File: config.mk
export PLATFORM = sky130hd
export DESIGN_NAME = riscvTop
export DESIGN_NICKNAME = d
export VERILOG_FILES = /design/src/rvPkg.sv /design/src/pipeIf.sv /design/src/riscvTop.sv /design/src/memWbStage.sv /design/src/executeStage.sv /design/src/hazardUnit.sv /design/src/decodeStage.sv /design/src/fetchStage.sv
export SDC_FILE = /design/constraint.sdc
export NUM_CORES = 1
export LEC_CHECK = 0
export BUFFER_PORTS_ARGS = -buffer_cell sky130_fd_sc_hd__buf_4
export CORE_ASPECT_RATIO = 1.4
export CORE_MARGIN = 10
export CORE_UTILIZATION = 50
export DETAILED_ROUTE_END_ITERATION = 16
export PLACE_DENSITY = 0.69
export SLEW_MARGIN = 20
export SYNTH_ARGS = -nofsm -noshare
export SYNTH_HDL_FRONTEND = slang
export SYNTH_SLANG_ARGS = --single-unit
File: constraint.sdc
create_clock -name CLK -period 14.05 [get_ports CLK]
set_input_delay 1.405 -clock CLK [delete_from_list [all_inputs] [get_ports CLK]]
set_output_delay 1.405 -clock CLK [all_outputs]
set_load 0.005 [all_outputs]
File: src/rvPkg.sv
package rvPkg;

   // datapath and memory widths
   localparam int XLEN = 32;
   localparam int ADDR_W = 12;
   localparam int REG_W = 5;

   // ebreak is the halt instruction of this core
   localparam logic [XLEN-1:0] EBREAK_INSTR = 32'h0010_0073;

   // major opcodes of the kept rv32i subset
   typedef enum logic [6:0] {
      OP     = 7'b0110011,
      OP_IMM = 7'b0010011,
      LOAD   = 7'b0000011,
      STORE  = 7'b0100011,
      BRANCH = 7'b1100011,
      JAL    = 7'b1101111,
      SYSTEM = 7'b1110011
   } opcode_e;

   // alu operations, slt is signed
   typedef enum logic [2:0] {
      ALU_ADD,
      ALU_SUB,
      ALU_AND,
      ALU_OR,
      ALU_XOR,
      ALU_SLT
   } aluOp_e;

   // write-back source
   typedef enum logic [1:0] {
      WB_ALU,
      WB_MEM,
      WB_PC4
   } wbSel_e;

   // ex operand source, memdata is the load data of the mem stage
   typedef enum logic [1:0] {
      FWD_NONE,
      FWD_EXMEM,
      FWD_MEMDATA,
      FWD_MEMWB
   } fwdSel_e;

   // what the test port shows per instruction
   typedef enum logic [1:0] {
      OUT_WB,
      OUT_ADDR,
      OUT_BRANCH
   } outSel_e;

endpackage
File: src/pipeIf.sv
`timescale 1ns/1ps

// id/ex pipeline register contents
interface idExIf;
   logic valid;
   logic [rvPkg::XLEN-1:0] pc, pc4;
   logic [rvPkg::REG_W-1:0] rs1, rs2, rd;
   logic [rvPkg::XLEN-1:0] rs1Data, rs2Data, imm;
   rvPkg::aluOp_e aluOp;
   // srcA picks pc, srcB picks imm
   logic aluSrcA, aluSrcB;
   logic isBranch, branchNe, isJump;
   logic memRead, memWrite, byteStore;
   logic regWrite;
   rvPkg::wbSel_e wbSel;
   rvPkg::outSel_e outSel;
   logic isHalt;

   modport src (output valid, pc, pc4, rs1, rs2, rd, rs1Data, rs2Data, imm, aluOp,
      aluSrcA, aluSrcB, isBranch, branchNe, isJump, memRead, memWrite, byteStore,
      regWrite, wbSel, outSel, isHalt);
   modport dst (input valid, pc, pc4, rs1, rs2, rd, rs1Data, rs2Data, imm, aluOp,
      aluSrcA, aluSrcB, isBranch, branchNe, isJump, memRead, memWrite, byteStore,
      regWrite, wbSel, outSel, isHalt);
endinterface

// ex/mem pipeline register contents
interface exMemIf;
   logic valid;
   logic [rvPkg::XLEN-1:0] aluResult, storeData, pc4;
   logic [rvPkg::REG_W-1:0] rd;
   logic regWrite, memRead, memWrite, byteStore;
   rvPkg::wbSel_e wbSel;
   rvPkg::outSel_e outSel;
   logic taken, isHalt;

   modport src (output valid, aluResult, storeData, pc4, rd, regWrite, memRead, memWrite,
      byteStore, wbSel, outSel, taken, isHalt);
   modport dst (input valid, aluResult, storeData, pc4, rd, regWrite, memRead, memWrite,
      byteStore, wbSel, outSel, taken, isHalt);
endinterface

// mem/wb pipeline register contents
interface memWbIf;
   logic valid;
   logic [rvPkg::REG_W-1:0] rd;
   logic regWrite;
   logic [rvPkg::XLEN-1:0] wbData, addr;
   rvPkg::outSel_e outSel;
   logic taken, isHalt;

   modport src (output valid, rd, regWrite, wbData, outSel, addr, taken, isHalt);
   modport dst (input valid, rd, regWrite, wbData, outSel, addr, taken, isHalt);
endinterface

File: src/riscvTop.sv
`timescale 1ns/1ps

module riscvTop (
   input  logic        CLK,
   input  logic        RSTn,
   // instruction memory
   output logic        I_MEM_CSN,
   input  logic [31:0] I_MEM_DI,
   output logic [11:0] I_MEM_ADDR,
   // data memory
   output logic        D_MEM_CSN,
   input  logic [31:0] D_MEM_DI,
   output logic [31:0] D_MEM_DOUT,
   output logic [11:0] D_MEM_ADDR,
   output logic        D_MEM_WEN,
   output logic [3:0]  D_MEM_BE,
   // register file
   output logic        RF_WE,
   output logic [4:0]  RF_RA1,
   output logic [4:0]  RF_RA2,
   output logic [4:0]  RF_WA1,
   input  logic [31:0] RF_RD1,
   input  logic [31:0] RF_RD2,
   output logic [31:0] RF_WD,
   output logic        HALT,
   output logic [31:0] NUM_INST,
   output logic [31:0] OUTPUT_PORT
);

   logic redirect, flush, halted, ifValid;
   logic [31:0] target, ifInstr, ifPc, ifPc4;
   rvPkg::fwdSel_e fwdA, fwdB, fwdStore;

   idExIf idEx ();
   exMemIf exMem ();
   memWbIf memWb ();

   // memories are selected while the core runs
   assign I_MEM_CSN = RSTn;
   assign D_MEM_CSN = RSTn;

   fetchStage uFetch (
      .CLK(CLK), .RSTn(RSTn), .redirect(redirect), .target(target), .flush(flush),
      .halted(halted), .instrIn(I_MEM_DI), .iAddr(I_MEM_ADDR), .ifInstr(ifInstr),
      .ifPc(ifPc), .ifPc4(ifPc4), .ifValid(ifValid)
   );

   decodeStage uDecode (
      .CLK(CLK), .RSTn(RSTn), .flush(flush), .ifInstr(ifInstr), .ifPc(ifPc),
      .ifPc4(ifPc4), .ifValid(ifValid), .rfRd1(RF_RD1), .rfRd2(RF_RD2),
      .rfRa1(RF_RA1), .rfRa2(RF_RA2), .halted(halted), .idEx(idEx.src)
   );

   hazardUnit uHazard (
      .redirect(redirect), .fwdA(fwdA), .fwdB(fwdB), .fwdStore(fwdStore), .flush(flush),
      .idEx(idEx.dst), .exMem(exMem.dst), .memWb(memWb.dst)
   );

   executeStage uExecute (
      .CLK(CLK), .RSTn(RSTn), .fwdA(fwdA), .fwdB(fwdB), .fwdStore(fwdStore),
      .memData(D_MEM_DI), .redirect(redirect), .target(target),
      .idEx(idEx.dst), .exMem(exMem.src), .memWb(memWb.dst)
   );

   memWbStage uMemWb (
      .CLK(CLK), .RSTn(RSTn), .D_MEM_DI(D_MEM_DI), .D_MEM_ADDR(D_MEM_ADDR),
      .D_MEM_DOUT(D_MEM_DOUT), .D_MEM_WEN(D_MEM_WEN), .D_MEM_BE(D_MEM_BE),
      .RF_WE(RF_WE), .RF_WA1(RF_WA1), .RF_WD(RF_WD), .OUTPUT_PORT(OUTPUT_PORT),
      .HALT(HALT), .NUM_INST(NUM_INST), .exMem(exMem.dst), .memWb(memWb.src)
   );

endmodule

File: src/memWbStage.sv
`timescale 1ns/1ps

module memWbStage (
   input  logic                     CLK,
   input  logic                     RSTn,
   input  logic [rvPkg::XLEN-1:0]   D_MEM_DI,
   output logic [rvPkg::ADDR_W-1:0] D_MEM_ADDR,
   output logic [rvPkg::XLEN-1:0]   D_MEM_DOUT,
   output logic                     D_MEM_WEN,
   output logic [3:0]               D_MEM_BE,
   output logic                     RF_WE,
   output logic [rvPkg::REG_W-1:0]  RF_WA1,
   output logic [rvPkg::XLEN-1:0]   RF_WD,
   output logic [rvPkg::XLEN-1:0]   OUTPUT_PORT,
   output logic                     HALT,
   output logic [rvPkg::XLEN-1:0]   NUM_INST,
   exMemIf.dst                      exMem,
   memWbIf.src                      memWb
);

   logic store, haltFlag;
   logic [rvPkg::XLEN-1:0] wbData;

   assign store = exMem.valid & exMem.memWrite;

   // dmem is word addressed
   assign D_MEM_ADDR = exMem.aluResult[rvPkg::ADDR_W+1:2];
   assign D_MEM_WEN = ~store;
   // sb enables one lane while sw and lw enable all four
   always_comb begin
      D_MEM_BE = 4'b0000;
      if (store && exMem.byteStore) begin
         D_MEM_BE = 4'b0001 << exMem.aluResult[1:0];
      end else if (store || (exMem.valid && exMem.memRead)) begin
         D_MEM_BE = 4'b1111;
      end
   end
   // byte stores replicate onto every lane
   assign D_MEM_DOUT = exMem.byteStore ? {4{exMem.storeData[7:0]}} : exMem.storeData;

   always_comb begin
      case (exMem.wbSel)
         rvPkg::WB_MEM: wbData = D_MEM_DI;
         rvPkg::WB_PC4: wbData = exMem.pc4;
         default: wbData = exMem.aluResult;
      endcase
   end

   always_ff @(posedge CLK) begin
      if (RSTn) begin
         memWb.valid <= 1'b0;
         haltFlag <= 1'b0;
         NUM_INST <= '0;
      end else begin
         memWb.valid <= exMem.valid;
         // every valid entry leaving wb is a completed instruction
         if (memWb.valid) begin
            NUM_INST <= NUM_INST + 1'b1;
         end
         if (memWb.valid && memWb.isHalt) begin
            haltFlag <= 1'b1;
         end
      end
   end

   // mem/wb payload
   always_ff @(posedge CLK) begin
      memWb.rd <= exMem.rd;
      memWb.regWrite <= exMem.regWrite;
      memWb.wbData <= wbData;
      memWb.outSel <= exMem.outSel;
      memWb.addr <= exMem.aluResult;
      memWb.taken <= exMem.taken;
      memWb.isHalt <= exMem.isHalt;
   end

   // x0 is never written
   assign RF_WE = memWb.valid & memWb.regWrite & (memWb.rd != '0);
   assign RF_WA1 = memWb.rd;
   assign RF_WD = memWb.wbData;

   // halt shows in the wb cycle of ebreak and sticks
   assign HALT = haltFlag | (memWb.valid & memWb.isHalt);

   always_comb begin
      case (memWb.outSel)
         rvPkg::OUT_ADDR: OUTPUT_PORT = memWb.addr;
         rvPkg::OUT_BRANCH: OUTPUT_PORT = {31'b0, memWb.taken};
         default: OUTPUT_PORT = memWb.wbData;
      endcase
   end

   // nothing younger than ebreak may complete
   countFrozen: assert property (@(posedge CLK) disable iff (RSTn)
      haltFlag |=> $stable(NUM_INST));

endmodule

File: src/executeStage.sv
`timescale 1ns/1ps

module executeStage (
   input  logic                   CLK,
   input  logic                   RSTn,
   input  rvPkg::fwdSel_e         fwdA,
   input  rvPkg::fwdSel_e         fwdB,
   input  rvPkg::fwdSel_e         fwdStore,
   input  logic [rvPkg::XLEN-1:0] memData,
   output logic                   redirect,
   output logic [rvPkg::XLEN-1:0] target,
   idExIf.dst                     idEx,
   exMemIf.src                    exMem,
   memWbIf.dst                    memWb
);

   logic [rvPkg::XLEN-1:0] exMemVal, rs1Val, rs2Val, storeVal, opA, opB, aluRes;
   logic regEq;

   function automatic logic [rvPkg::XLEN-1:0] fwdMux(
      input rvPkg::fwdSel_e sel,
      input logic [rvPkg::XLEN-1:0] regVal,
      input logic [rvPkg::XLEN-1:0] exVal,
      input logic [rvPkg::XLEN-1:0] mdVal,
      input logic [rvPkg::XLEN-1:0] wbVal
   );
      case (sel)
         rvPkg::FWD_EXMEM: return exVal;
         rvPkg::FWD_MEMDATA: return mdVal;
         rvPkg::FWD_MEMWB: return wbVal;
         default: return regVal;
      endcase
   endfunction

   // a jal in mem forwards its link value, not the alu sum
   assign exMemVal = (exMem.wbSel == rvPkg::WB_PC4) ? exMem.pc4 : exMem.aluResult;

   assign rs1Val = fwdMux(fwdA, idEx.rs1Data, exMemVal, memData, memWb.wbData);
   assign rs2Val = fwdMux(fwdB, idEx.rs2Data, exMemVal, memData, memWb.wbData);
   assign storeVal = fwdMux(fwdStore, idEx.rs2Data, exMemVal, memData, memWb.wbData);

   assign opA = idEx.aluSrcA ? idEx.pc : rs1Val;
   assign opB = idEx.aluSrcB ? idEx.imm : rs2Val;

   always_comb begin
      case (idEx.aluOp)
         rvPkg::ALU_SUB: aluRes = opA - opB;
         rvPkg::ALU_AND: aluRes = opA & opB;
         rvPkg::ALU_OR: aluRes = opA | opB;
         rvPkg::ALU_XOR: aluRes = opA ^ opB;
         rvPkg::ALU_SLT: aluRes = {31'b0, $signed(opA) < $signed(opB)};
         default: aluRes = opA + opB;
      endcase
   end

   // beq/bne compare the forwarded register values
   assign regEq = rs1Val == rs2Val;
   assign redirect = idEx.valid & (idEx.isJump | (idEx.isBranch & (regEq ^ idEx.branchNe)));
   // for branches and jal the alu computes pc plus imm
   assign target = aluRes;

   always_ff @(posedge CLK) begin
      if (RSTn) begin
         exMem.valid <= 1'b0;
      end else begin
         exMem.valid <= idEx.valid;
      end
   end

   // ex/mem payload
   always_ff @(posedge CLK) begin
      exMem.aluResult <= aluRes;
      exMem.storeData <= storeVal;
      exMem.pc4 <= idEx.pc4;
      exMem.rd <= idEx.rd;
      exMem.regWrite <= idEx.regWrite;
      exMem.memRead <= idEx.memRead;
      exMem.memWrite <= idEx.memWrite;
      exMem.byteStore <= idEx.byteStore;
      exMem.wbSel <= idEx.wbSel;
      exMem.outSel <= idEx.outSel;
      exMem.taken <= redirect;
      exMem.isHalt <= idEx.isHalt;
   end

endmodule

File: src/hazardUnit.sv
`timescale 1ns/1ps

module hazardUnit (
   input  logic            redirect,
   output rvPkg::fwdSel_e  fwdA,
   output rvPkg::fwdSel_e  fwdB,
   output rvPkg::fwdSel_e  fwdStore,
   output logic            flush,
   idExIf.dst              idEx,
   exMemIf.dst             exMem,
   memWbIf.dst             memWb
);

   logic exWr, wbWr;
   rvPkg::fwdSel_e rs2Sel;

   // youngest producer wins, x0 is never forwarded
   function automatic rvPkg::fwdSel_e pick(
      input logic [rvPkg::REG_W-1:0] src,
      input logic [rvPkg::REG_W-1:0] exRd,
      input logic exHit,
      input logic exLoad,
      input logic [rvPkg::REG_W-1:0] wbRd,
      input logic wbHit
   );
      if (src == '0) begin
         return rvPkg::FWD_NONE;
      end else if (exHit && exRd == src) begin
         // load data comes straight off the dmem read port
         return exLoad ? rvPkg::FWD_MEMDATA : rvPkg::FWD_EXMEM;
      end else if (wbHit && wbRd == src) begin
         return rvPkg::FWD_MEMWB;
      end
      return rvPkg::FWD_NONE;
   endfunction

   assign exWr = exMem.valid & exMem.regWrite;
   assign wbWr = memWb.valid & memWb.regWrite;

   assign fwdA = pick(idEx.rs1, exMem.rd, exWr, exMem.memRead, memWb.rd, wbWr);
   assign rs2Sel = pick(idEx.rs2, exMem.rd, exWr, exMem.memRead, memWb.rd, wbWr);

   // rs2 feeds either the alu/compare path or the store data path
   assign fwdB = idEx.memWrite ? rvPkg::FWD_NONE : rs2Sel;
   assign fwdStore = idEx.memWrite ? rs2Sel : rvPkg::FWD_NONE;

   // taken branch or jal kills if/id and id/ex
   assign flush = redirect;

endmodule

File: src/decodeStage.sv
`timescale 1ns/1ps

module decodeStage (
   input  logic                    CLK,
   input  logic                    RSTn,
   input  logic                    flush,
   input  logic [rvPkg::XLEN-1:0]  ifInstr,
   input  logic [rvPkg::XLEN-1:0]  ifPc,
   input  logic [rvPkg::XLEN-1:0]  ifPc4,
   input  logic                    ifValid,
   input  logic [rvPkg::XLEN-1:0]  rfRd1,
   input  logic [rvPkg::XLEN-1:0]  rfRd2,
   output logic [rvPkg::REG_W-1:0] rfRa1,
   output logic [rvPkg::REG_W-1:0] rfRa2,
   output logic                    halted,
   idExIf.src                      idEx
);

   rvPkg::opcode_e opc;
   rvPkg::aluOp_e aluOp;
   rvPkg::wbSel_e wbSel;
   rvPkg::outSel_e outSel;
   logic [2:0] funct3;
   logic [rvPkg::XLEN-1:0] imm, immI, immS, immB, immJ;
   logic known, useRs1, useRs2, aluSrcA, aluSrcB, isBranch, isJump;
   logic memRead, memWrite, regWrite, isHalt, decHalt, haltSeen;

   assign opc = rvPkg::opcode_e'(ifInstr[6:0]);
   assign funct3 = ifInstr[14:12];

   // immediate formats
   assign immI = {{20{ifInstr[31]}}, ifInstr[31:20]};
   assign immS = {{20{ifInstr[31]}}, ifInstr[31:25], ifInstr[11:7]};
   assign immB = {{19{ifInstr[31]}}, ifInstr[31], ifInstr[7], ifInstr[30:25],
                  ifInstr[11:8], 1'b0};
   assign immJ = {{11{ifInstr[31]}}, ifInstr[31], ifInstr[19:12], ifInstr[20],
                  ifInstr[30:21], 1'b0};

   always_comb begin
      known = 1'b1;
      useRs1 = 1'b1;
      useRs2 = 1'b0;
      aluSrcA = 1'b0;
      aluSrcB = 1'b1;
      imm = immI;
      isBranch = 1'b0;
      isJump = 1'b0;
      memRead = 1'b0;
      memWrite = 1'b0;
      regWrite = 1'b0;
      isHalt = 1'b0;
      wbSel = rvPkg::WB_ALU;
      outSel = rvPkg::OUT_WB;
      case (opc)
         rvPkg::OP: begin
            useRs2 = 1'b1;
            aluSrcB = 1'b0;
            regWrite = 1'b1;
         end
         rvPkg::OP_IMM: regWrite = 1'b1;
         rvPkg::LOAD: begin
            memRead = 1'b1;
            regWrite = 1'b1;
            wbSel = rvPkg::WB_MEM;
         end
         rvPkg::STORE: begin
            useRs2 = 1'b1;
            imm = immS;
            memWrite = 1'b1;
            outSel = rvPkg::OUT_ADDR;
         end
         // alu forms the target as pc plus imm
         rvPkg::BRANCH: begin
            useRs2 = 1'b1;
            aluSrcA = 1'b1;
            imm = immB;
            isBranch = 1'b1;
            outSel = rvPkg::OUT_BRANCH;
         end
         rvPkg::JAL: begin
            useRs1 = 1'b0;
            aluSrcA = 1'b1;
            imm = immJ;
            isJump = 1'b1;
            regWrite = 1'b1;
            wbSel = rvPkg::WB_PC4;
         end
         // only ebreak is kept from the system group
         rvPkg::SYSTEM: begin
            useRs1 = 1'b0;
            isHalt = ifInstr == rvPkg::EBREAK_INSTR;
            known = isHalt;
         end
         default: known = 1'b0;
      endcase
   end

   // funct7 bit 5 turns add into sub for register ops
   always_comb begin
      case (funct3)
         3'b010: aluOp = rvPkg::ALU_SLT;
         3'b100: aluOp = rvPkg::ALU_XOR;
         3'b110: aluOp = rvPkg::ALU_OR;
         3'b111: aluOp = rvPkg::ALU_AND;
         default: begin
            aluOp = (opc == rvPkg::OP && ifInstr[30]) ? rvPkg::ALU_SUB : rvPkg::ALU_ADD;
         end
      endcase
      if (opc != rvPkg::OP && opc != rvPkg::OP_IMM) begin
         aluOp = rvPkg::ALU_ADD;
      end
   end

   // unused sources read x0 so forwarding ignores them
   assign rfRa1 = useRs1 ? ifInstr[19:15] : '0;
   assign rfRa2 = useRs2 ? ifInstr[24:20] : '0;

   // a flushed ebreak must not stop fetch
   assign decHalt = ifValid & isHalt & ~flush;
   assign halted = haltSeen | decHalt;

   always_ff @(posedge CLK) begin
      if (RSTn) begin
         idEx.valid <= 1'b0;
         haltSeen <= 1'b0;
      end else begin
         idEx.valid <= ifValid & known & ~flush & ~haltSeen;
         if (decHalt) begin
            haltSeen <= 1'b1;
         end
      end
   end

   // id/ex payload
   always_ff @(posedge CLK) begin
      idEx.pc <= ifPc;
      idEx.pc4 <= ifPc4;
      idEx.rs1 <= rfRa1;
      idEx.rs2 <= rfRa2;
      idEx.rd <= ifInstr[11:7];
      idEx.rs1Data <= rfRd1;
      idEx.rs2Data <= rfRd2;
      idEx.imm <= imm;
      idEx.aluOp <= aluOp;
      idEx.aluSrcA <= aluSrcA;
      idEx.aluSrcB <= aluSrcB;
      idEx.isBranch <= isBranch;
      idEx.branchNe <= funct3[0];
      idEx.isJump <= isJump;
      idEx.memRead <= memRead;
      idEx.memWrite <= memWrite;
      idEx.byteStore <= funct3 == 3'b000;
      idEx.regWrite <= regWrite;
      idEx.wbSel <= wbSel;
      idEx.outSel <= outSel;
      idEx.isHalt <= isHalt;
   end

   // nothing younger than a valid ebreak reaches execute
   haltIsLast: assert property (@(posedge CLK) disable iff (RSTn)
      idEx.valid && idEx.isHalt |=> !idEx.valid);

endmodule

File: src/fetchStage.sv
`timescale 1ns/1ps

module fetchStage (
   input  logic                     CLK,
   input  logic                     RSTn,
   input  logic                     redirect,
   input  logic [rvPkg::XLEN-1:0]   target,
   input  logic                     flush,
   input  logic                     halted,
   input  logic [rvPkg::XLEN-1:0]   instrIn,
   output logic [rvPkg::ADDR_W-1:0] iAddr,
   output logic [rvPkg::XLEN-1:0]   ifInstr,
   output logic [rvPkg::XLEN-1:0]   ifPc,
   output logic [rvPkg::XLEN-1:0]   ifPc4,
   output logic                     ifValid
);

   logic [rvPkg::XLEN-1:0] pc, pc4;

   assign pc4 = pc + 32'd4;
   // imem takes a byte address
   assign iAddr = pc[rvPkg::ADDR_W-1:0];

   // pc freezes once ebreak sits in decode
   always_ff @(posedge CLK) begin
      if (RSTn) begin
         pc <= '0;
         ifValid <= 1'b0;
      end else begin
         if (!halted) begin
            pc <= redirect ? target : pc4;
         end
         // wrong-path fetch or anything after ebreak becomes a bubble
         ifValid <= ~halted & ~flush;
      end
   end

   // if/id payload
   always_ff @(posedge CLK) begin
      ifInstr <= instrIn;
      ifPc <= pc;
      ifPc4 <= pc4;
   end

   // targets are pc plus an even immediate, only word ones are legal here
   pcAligned: assert property (@(posedge CLK) disable iff (RSTn) pc[1:0] == 2'b00);

endmodule

### Word level (Yosys, flattened, before mapping)

Index checks and enable logic that the tools add are counted.
Widths: inputs -> output; s select.

| word-level totals | value |
|---|---|
| flip-flop bits (word level) | 532 |
| input port bits | 130 |
| output and inout bits | 176 |
| word-level logic and storage cells | 184 |

| operators by class | value |
|---|---|
| add/subtract/negate cells | 4 |
| magnitude comparators | 1 |
| equality and inequality tests | 37 |
| shifts and indexed selects | 1 |
| mux-type cells | 47 |
| bitwise gates (word level) | 24 |
| reduce and logical (&&, ||, !) cells | 19 |

Operator list:

| operator | count |
|---|---|
| $pmux 32 s3 | 3 |
| $mux 32 | 5 |
| $pmux 32 s5 | 1 |
| $pmux 32 s2 | 2 |
| $pmux 20 s3 | 1 |
| $add 32x1->32 const B | 1 |
| $add 32x3->32 const B | 1 |
| $add 32x32->32 | 1 |
| $and 32x32->32 | 1 |
| $eq 32x21->1 const B | 1 |
| $eq 32x32->1 | 1 |
| $lt 32x32->1 | 1 |
| $or 32x32->32 | 1 |
| $sub 32x32->32 | 1 |
| $xor 32x32->32 | 1 |
| $mux 2 | 11 |
| $eq 7x7->1 const B | 3 |
| $eq 5x5->1 | 4 |
| $eq 2x2->1 const B | 8 |
| $mux 1 | 16 |
| $eq 3x3->1 const B | 5 |
| $eq 7x6->1 const B | 2 |
| $and 1x1->1 | 13 |
| $pmux 3 s4 | 1 |
| 24 further kinds | 48 |

### Longest topological paths before layout

| depth | value |
|---|---|
| depth after elaboration | 19 |
| gate-level depth with buffers | 28 |

### Cells and area by module

A second synthesis with hierarchy kept.

| second synthesis, totals | value |
|---|---|
| cell total of the unflattened synthesis | 2714 |
| area, all modules | 25792.2 um^2 |

Modules (own cells, without submodules):

| module | instances | cells an instance | area an instance (um^2) |
|---|---|---|---|
| executeStage | 1 | 1392 | 11796.3 |
| memWbStage | 1 | 541 | 4790.8 |
| fetchStage | 1 | 450 | 4538.1 |
| decodeStage | 1 | 281 | 4315.4 |
| hazardUnit | 1 | 48 | 336.6 |
| riscvTop | 1 | 2 | 15.0 |

### Worst setup path after synthesis

OpenSTA, ideal clock, no wires.

| timing | value |
|---|---|
| kind | register -> register |
| from | register uExecute.exMem.wbSel[0] (netlist bit) |
| to | register uFetch.pc[29] (netlist bit) |
| library setup time | 0.060 ns |
| arrival time | 6.317 ns |
| required time | 13.990 ns |
| path slack | 7.672 ns |
| stages on the path, launching flop included | 25 |
| cell sequence | dfxtp_1 clkbuf_1 clkbuf_1 inv_1 clkbuf_1 ha_1 buf_2 buf_1 mux2i_1 o22ai_1 mux2_2 mux2_2 mux2_2 ha_1 clkbuf_1 a21o_1 a2111oi_0 o211ai_1 a2111oi_0 nor3_1 a31o_2 a31oi_1 o22ai_1 a2111oi_0 o221a_1 |

| between the ends | value |
|---|---|
| longest elaborated chain between the ends | 11 |
| elaborated cells between the ends (all ways) | 21 |

Ends and longest elaborated chain:

| item | RTL line | text |
|---|---|---|
| start, declared | pipeIf.sv:38 | `byteStore, wbSel, outSel, taken, isHalt);` |
| $eq 2x2->1 (*) | executeStage.sv:36 | `assign exMemVal = (exMem.wbSel == rvPkg::WB_PC4) ? exMem.pc4 : exMem.aluResult;` |
| $mux 32 (*) | executeStage.sv:36 |  |
| branches (longest 9 deep; another with $add 32x32->32) | -- |  |
| end signal, assigned | fetchStage.sv:31 | `pc <= redirect ? target : pc4;` |
| end, declared | fetchStage.sv:18 | `logic [rvPkg::XLEN-1:0] pc, pc4;` |

Every way passes the cells marked *.
A chain may end at the register's enable or synchronous reset.

### Worst setup path after layout

| timing | value |
|---|---|
| from | register uExecute.exMem.wbSel[0] (netlist bit) |
| to | register uFetch.pc[31] (netlist bit) |

| between the ends | value |
|---|---|
| elaborated cells between the ends (all ways) | 21 |

RTL lines:

| item | RTL line | text |
|---|---|---|
| $eq 2x2->1 (*) | executeStage.sv:36 |  |
| $mux 32 (*) | executeStage.sv:36 |  |
| $pmux 32 s3 | executeStage.sv:27 | `case (sel)` |
| $mux 32 (on tied branches) | executeStage.sv:42, executeStage.sv:43 |  |
| $add 32x32->32 (tied with other cells) | executeStage.sv:52 | `default: aluRes = opA + opB;` |
| $pmux 32 s5 (*) | executeStage.sv:46 | `case (idEx.aluOp)` |
| via target[31] | riscvTop.sv:31 | `logic [31:0] target, ifInstr, ifPc, ifPc4;` |
| $mux 32 (*) | fetchStage.sv:31 |  |

The timed path passes the listed nets; every way through them passes the cells marked *.

==> impl.org <==
** Outcome
- The run finished with clean final reports.

** Clocking
- TritonCTS built the clock tree.
- The root buffer cell chosen for the clock tree is sky130_fd_sc_hd__clkbuf_16.
- Post-cts gate resize count :: 0
- Worst-case clock buffer depth :: 3
- H-tree levels :: 2
- At the later pin of the worst-skew pair, clock insertion delay measures 0.61 ns.
- TritonCTS created 48 clock buffers.
- Clock-pin slew was measured on the worst setup and hold paths at 0.07 ns.
- CTS saw 523 sinks.
- For this design, the CTS-stage hold fixing added 0 buffers.
- Once the clock tree was built, the setup fixing pass inserted 0 buffers.

** Power and ir drop
- Gate power share :: 15.6%
- Total chip power :: 0.00368 W
- Registers are responsible for 46.2% of the overall power.
- Total power density per cell area :: 129 mW/mm²
- Worst supply voltage drop on vdd :: 0.0999 mV
- Switching pwr :: 0.00106 W
- Internal power comes to 0.00262 W.
- The clock network is responsible for 38.2% of the overall power.
- Static Leak :: 12.3 nW
- In this run switching power makes up 28.7% of total power.

** STA
- Setup slack on the critical path of the routed design comes to 6.12 ns.
- Endpoints failing hold :: 0
- Largest clock skew in the final design :: 0.0147 ns
- Timing would allow up to 126 MHz.
- Fin crit share :: 56.5%
- Setup repair after global routing left no endpoint under its margin.
- Shortest period the worst path allows :: 7.93 ns
- At the pin with the least slew margin, the transition time is 1.20 ns.
- Measured against its own limit, the worst slew margin works out to 20.0%.
- In the final timing run, aggregate negative setup slack is 0 ns.
- Setup violators final :: 0
- The final-report max-slew violation count came to 0.

** Global routing
- The initial antenna violation count came to 3.
- Summed over all layers, the global routing overflow is 0.
- Total GRT Usage :: 34.7%
- Entering global routing, the biggest net connects 80 pins.
- Global-route wire length before repair :: 148000 µm
- Vias in the first global route :: 21700

** Critical path
- STA puts the critical path data required time at 14.59 ns.
- The setup path with the least slack is of type flip-flop to flip-flop.
- Cell with the largest stage delay on the worst path :: sky130_fd_sc_hd__buf_4
- Top Family by Delay on Critical Path :: compound AO/OA/AOI/OAI gates
- The signal on the critical path passes through buf_4 -> inv_1 -> ha_2 -> buf_4 -> mux2i_1 -> o22ai_1 -> mux2_2 -> mux2i_1 -> a21oi_1 -> ha_1 -> nor3_1 -> and3_1 -> a21o_1 -> a2111oi_0 -> o211ai_1 -> a311oi_1 -> o21ai_0 -> o21a_1 -> a2111oi_0 -> a21o_1 -> mux2i_1 -> a21oi_1.
- Longest individual stage delay on the worst path :: 0.67 ns
- Top fanout value on the critical path :: 79
- The critical path contains buffers and inverters numbering 3 combined.
- Critical Path Source Type :: flip-flop
- The worst setup path is captured at a flip-flop.
- Data on the critical path arrives at its endpoint at 8.47 ns.
- Worst path most repeated cell :: sky130_fd_sc_hd__mux2i_1

** Synthesis
- The number of nets in the synthesized netlist is 2977.
- Ranking of synthesized cells by area :: sky130_fd_sc_hd__dfxtp_1 43%, sky130_fd_sc_hd__ha_1 5.2%, sky130_fd_sc_hd__nand2_1 4.7%
- The top cell type by area accounts for 42.9% of the synthesized area.
- Number of library cell types mapped by synthesis :: 82
- Most frequent cells after synthesis :: 523 x sky130_fd_sc_hd__dfxtp_1, 305 x sky130_fd_sc_hd__nand2_1, 195 x sky130_fd_sc_hd__o21ai_0, 169 x sky130_fd_sc_hd__a21oi_1, 168 x sky130_fd_sc_hd__nor2_1
- Counting flops with an async set or reset pin after synthesis yields a share of 0%.
- In this run the cell area of the synthesized design comes to 0.0244 mm².
- Among all cell types in the netlist, the one instantiated most often is sky130_fd_sc_hd__dfxtp_1.
- Avg Inst Size Synth :: 8.89 µm²
- Sequential area share after synthesis :: 42.9%
- In the synthesized netlist, the number of instances is 2743.
- Counting flops with a built-in enable in the synthesized netlist gives 0.
- For this run, the leading register cell type out of synthesis is sky130_fd_sc_hd__dfxtp_1.
- Leading area contributor after synthesis :: sky130_fd_sc_hd__dfxtp_1
- For this run, the number of Yosys warnings is 0.
- After synthesis the netlist holds a flip-flop and latch count of 523.

** Cells and area
- Final instance count without filler cells :: 3608
- Proportion of layout cells with a drive suffix above 1 :: 18.8%
- Number of nets in the layout :: 3174
- Relative to the synthesized area, the layout overhead comes to 17.3%.
- The filler cells instantiated in the layout total 4261.

** Floorplan
- Row count :: 95
- Core area :: 0.0481 mm²
- The die covers 0.0581 mm².
- Width of the chip :: 207 µm
- Once the floorplan was initialized, standard cells occupied 50.7% of the core.
- From bottom edge to top edge, the die measures 281 µm.
- 306 I/O pins were placed.

** Drt
- Before antenna repair, the detailed router went through 8 iterations.
- Drt initial violations :: 2330
- DRC violations left :: 0
- Avg WL per Cell :: 29.0 µm
- Remaining antenna violation count after routing :: 0
- Vias per cell :: 6.11
- The routed layout has 22100 vias.
- For this block, the routed nets add up to 105000 µm of wire.

** Placed design
- Number of placed cells counting well taps :: 3520
- Gp weighted congestion :: 1.04
- Before CTS, the worst setup slack after placement is 6.31 ns.
- During placement, the flow inserted port buffers numbering 305.
- Summed over all nets, the half-perimeter wirelength after detailed placement is 80700 µm.

** Min path
- Kind of path behind the tightest hold check :: flip-flop to flip-flop

** Run
- Across the run, the number of max-cap violations was 0.
[metal layers]
metal	vias to the layer above	routed length, µm	global-route usage [%]
li1	10000	-	-
met1	10400	37100	38.6
met2	1280	49200	57.9
met3	313	8630	5.73
met4	0	9790	27.3
met5	-	0	0
[kinds of logic after synthesis]
group	Yosys count	synth area share (%)
buffers and inverters	362	6.22
AO/OA/AOI/OAI	774	20.9
AND/OR/NAND/NOR	693	12.8
multiplexers	171	7.54
XOR/XNOR	116	4.17
adder cells (fa/ha/maj)	104	5.40
flip-flops	523	42.9
[worst reg2reg max path, stage by stage, from the launching register on]
cell                        delay [ns]
sky130_fd_sc_hd__dfxtp_2          0.31
sky130_fd_sc_hd__buf_4            0.34
sky130_fd_sc_hd__inv_1            0.61
sky130_fd_sc_hd__ha_2             0.52
sky130_fd_sc_hd__buf_4            0.67
sky130_fd_sc_hd__mux2i_1          0.38
sky130_fd_sc_hd__o22ai_1          0.12
sky130_fd_sc_hd__mux2_2           0.30
sky130_fd_sc_hd__mux2i_1          0.53
sky130_fd_sc_hd__a21oi_1          0.24
sky130_fd_sc_hd__ha_1             0.46
sky130_fd_sc_hd__nor3_1           0.14
sky130_fd_sc_hd__and3_1           0.19
sky130_fd_sc_hd__a21o_1           0.17
sky130_fd_sc_hd__a2111oi_0        0.63
sky130_fd_sc_hd__o211ai_1         0.35
sky130_fd_sc_hd__a311oi_1         0.64
sky130_fd_sc_hd__o21ai_0          0.25
sky130_fd_sc_hd__o21a_1           0.22
sky130_fd_sc_hd__a2111oi_0        0.40
sky130_fd_sc_hd__a21o_1           0.16
sky130_fd_sc_hd__mux2i_1          0.07
sky130_fd_sc_hd__a21oi_1          0.14
[final timing paths]
path                          endpoint  cells after the start               startpoint  slack [ns]
setup / recovery         uFetch.pc[31]                     22  uExecute.exMem.wbSel[0]        6.12
hold / removal    uDecode.idEx.pc4[27]                      0         uFetch.ifPc4[27]        0.32
setup reg to reg         uFetch.pc[31]                     22  uExecute.exMem.wbSel[0]        6.12
hold reg to reg   uDecode.idEx.pc4[27]                      0         uFetch.ifPc4[27]        0.32
[final cells by class]
| class | instances | area (µm²) | share of cell area [%] |
|---|---|---|---|
| antenna | 2 | 5.00 | 0.0175 |
| clock buffer | 63 | 1330 | 4.64 |
| clock inverter | 23 | 359 | 1.26 |
| inverter | 164 | 616 | 2.15 |
| multi-input combinational | 1858 | 12400 | 43.5 |
| sequential | 523 | 10500 | 36.6 |
| tap | 630 | 788 | 2.76 |
| timing repair buffer | 345 | 2590 | 9.06 |
[cells in the final DEF (no fill, tap or decap), drive strengths merged, types with 63 or more instances in the layout]
cell type / Yosys / final
nor2: 169 / 169
buf: 70 / 345
a21oi: 169 / 169
dfxtp: 523 / 523
mux2: 101 / 101
ha: 102 / 102
o22ai: 70 / 70
mux2i: 70 / 70
inv: 161 / 162
xnor2: 63 / 63
nand2: 305 / 305
o21ai: 197 / 197
clkbuf: 128 / 63
[power by group through the flow]
| stage | Combinational, W | Sequential (W) | Clock, W |
|---|---|---|---|
| after floorplan | 0.000315 | 0.00165 | 0 |
| after global placement | 0.000555 | 0.00172 | 0 |
| after detailed placement | 0.000562 | 0.00172 | 0 |
| after CTS | 0.000565 | 0.00169 | 0.00141 |
| after global routing | 0.000614 | 0.00170 | 0.00147 |
| final | 0.000574 | 0.00170 | 0.00141 |
[per-stage QoR]
step           hold WS [ns]  instance area (µm²)  utilization [%]
2_1_floorplan         0.310                24400                -
3_3_place_gp          0.310                26900             55.9
3_5_place_dp          0.312                26900             55.9
4_1_cts               0.312                28600             59.4
5_1_grt               0.323                28600             59.4
6_report              0.322                28600             59.4
(Power assumes the default switching activity.)
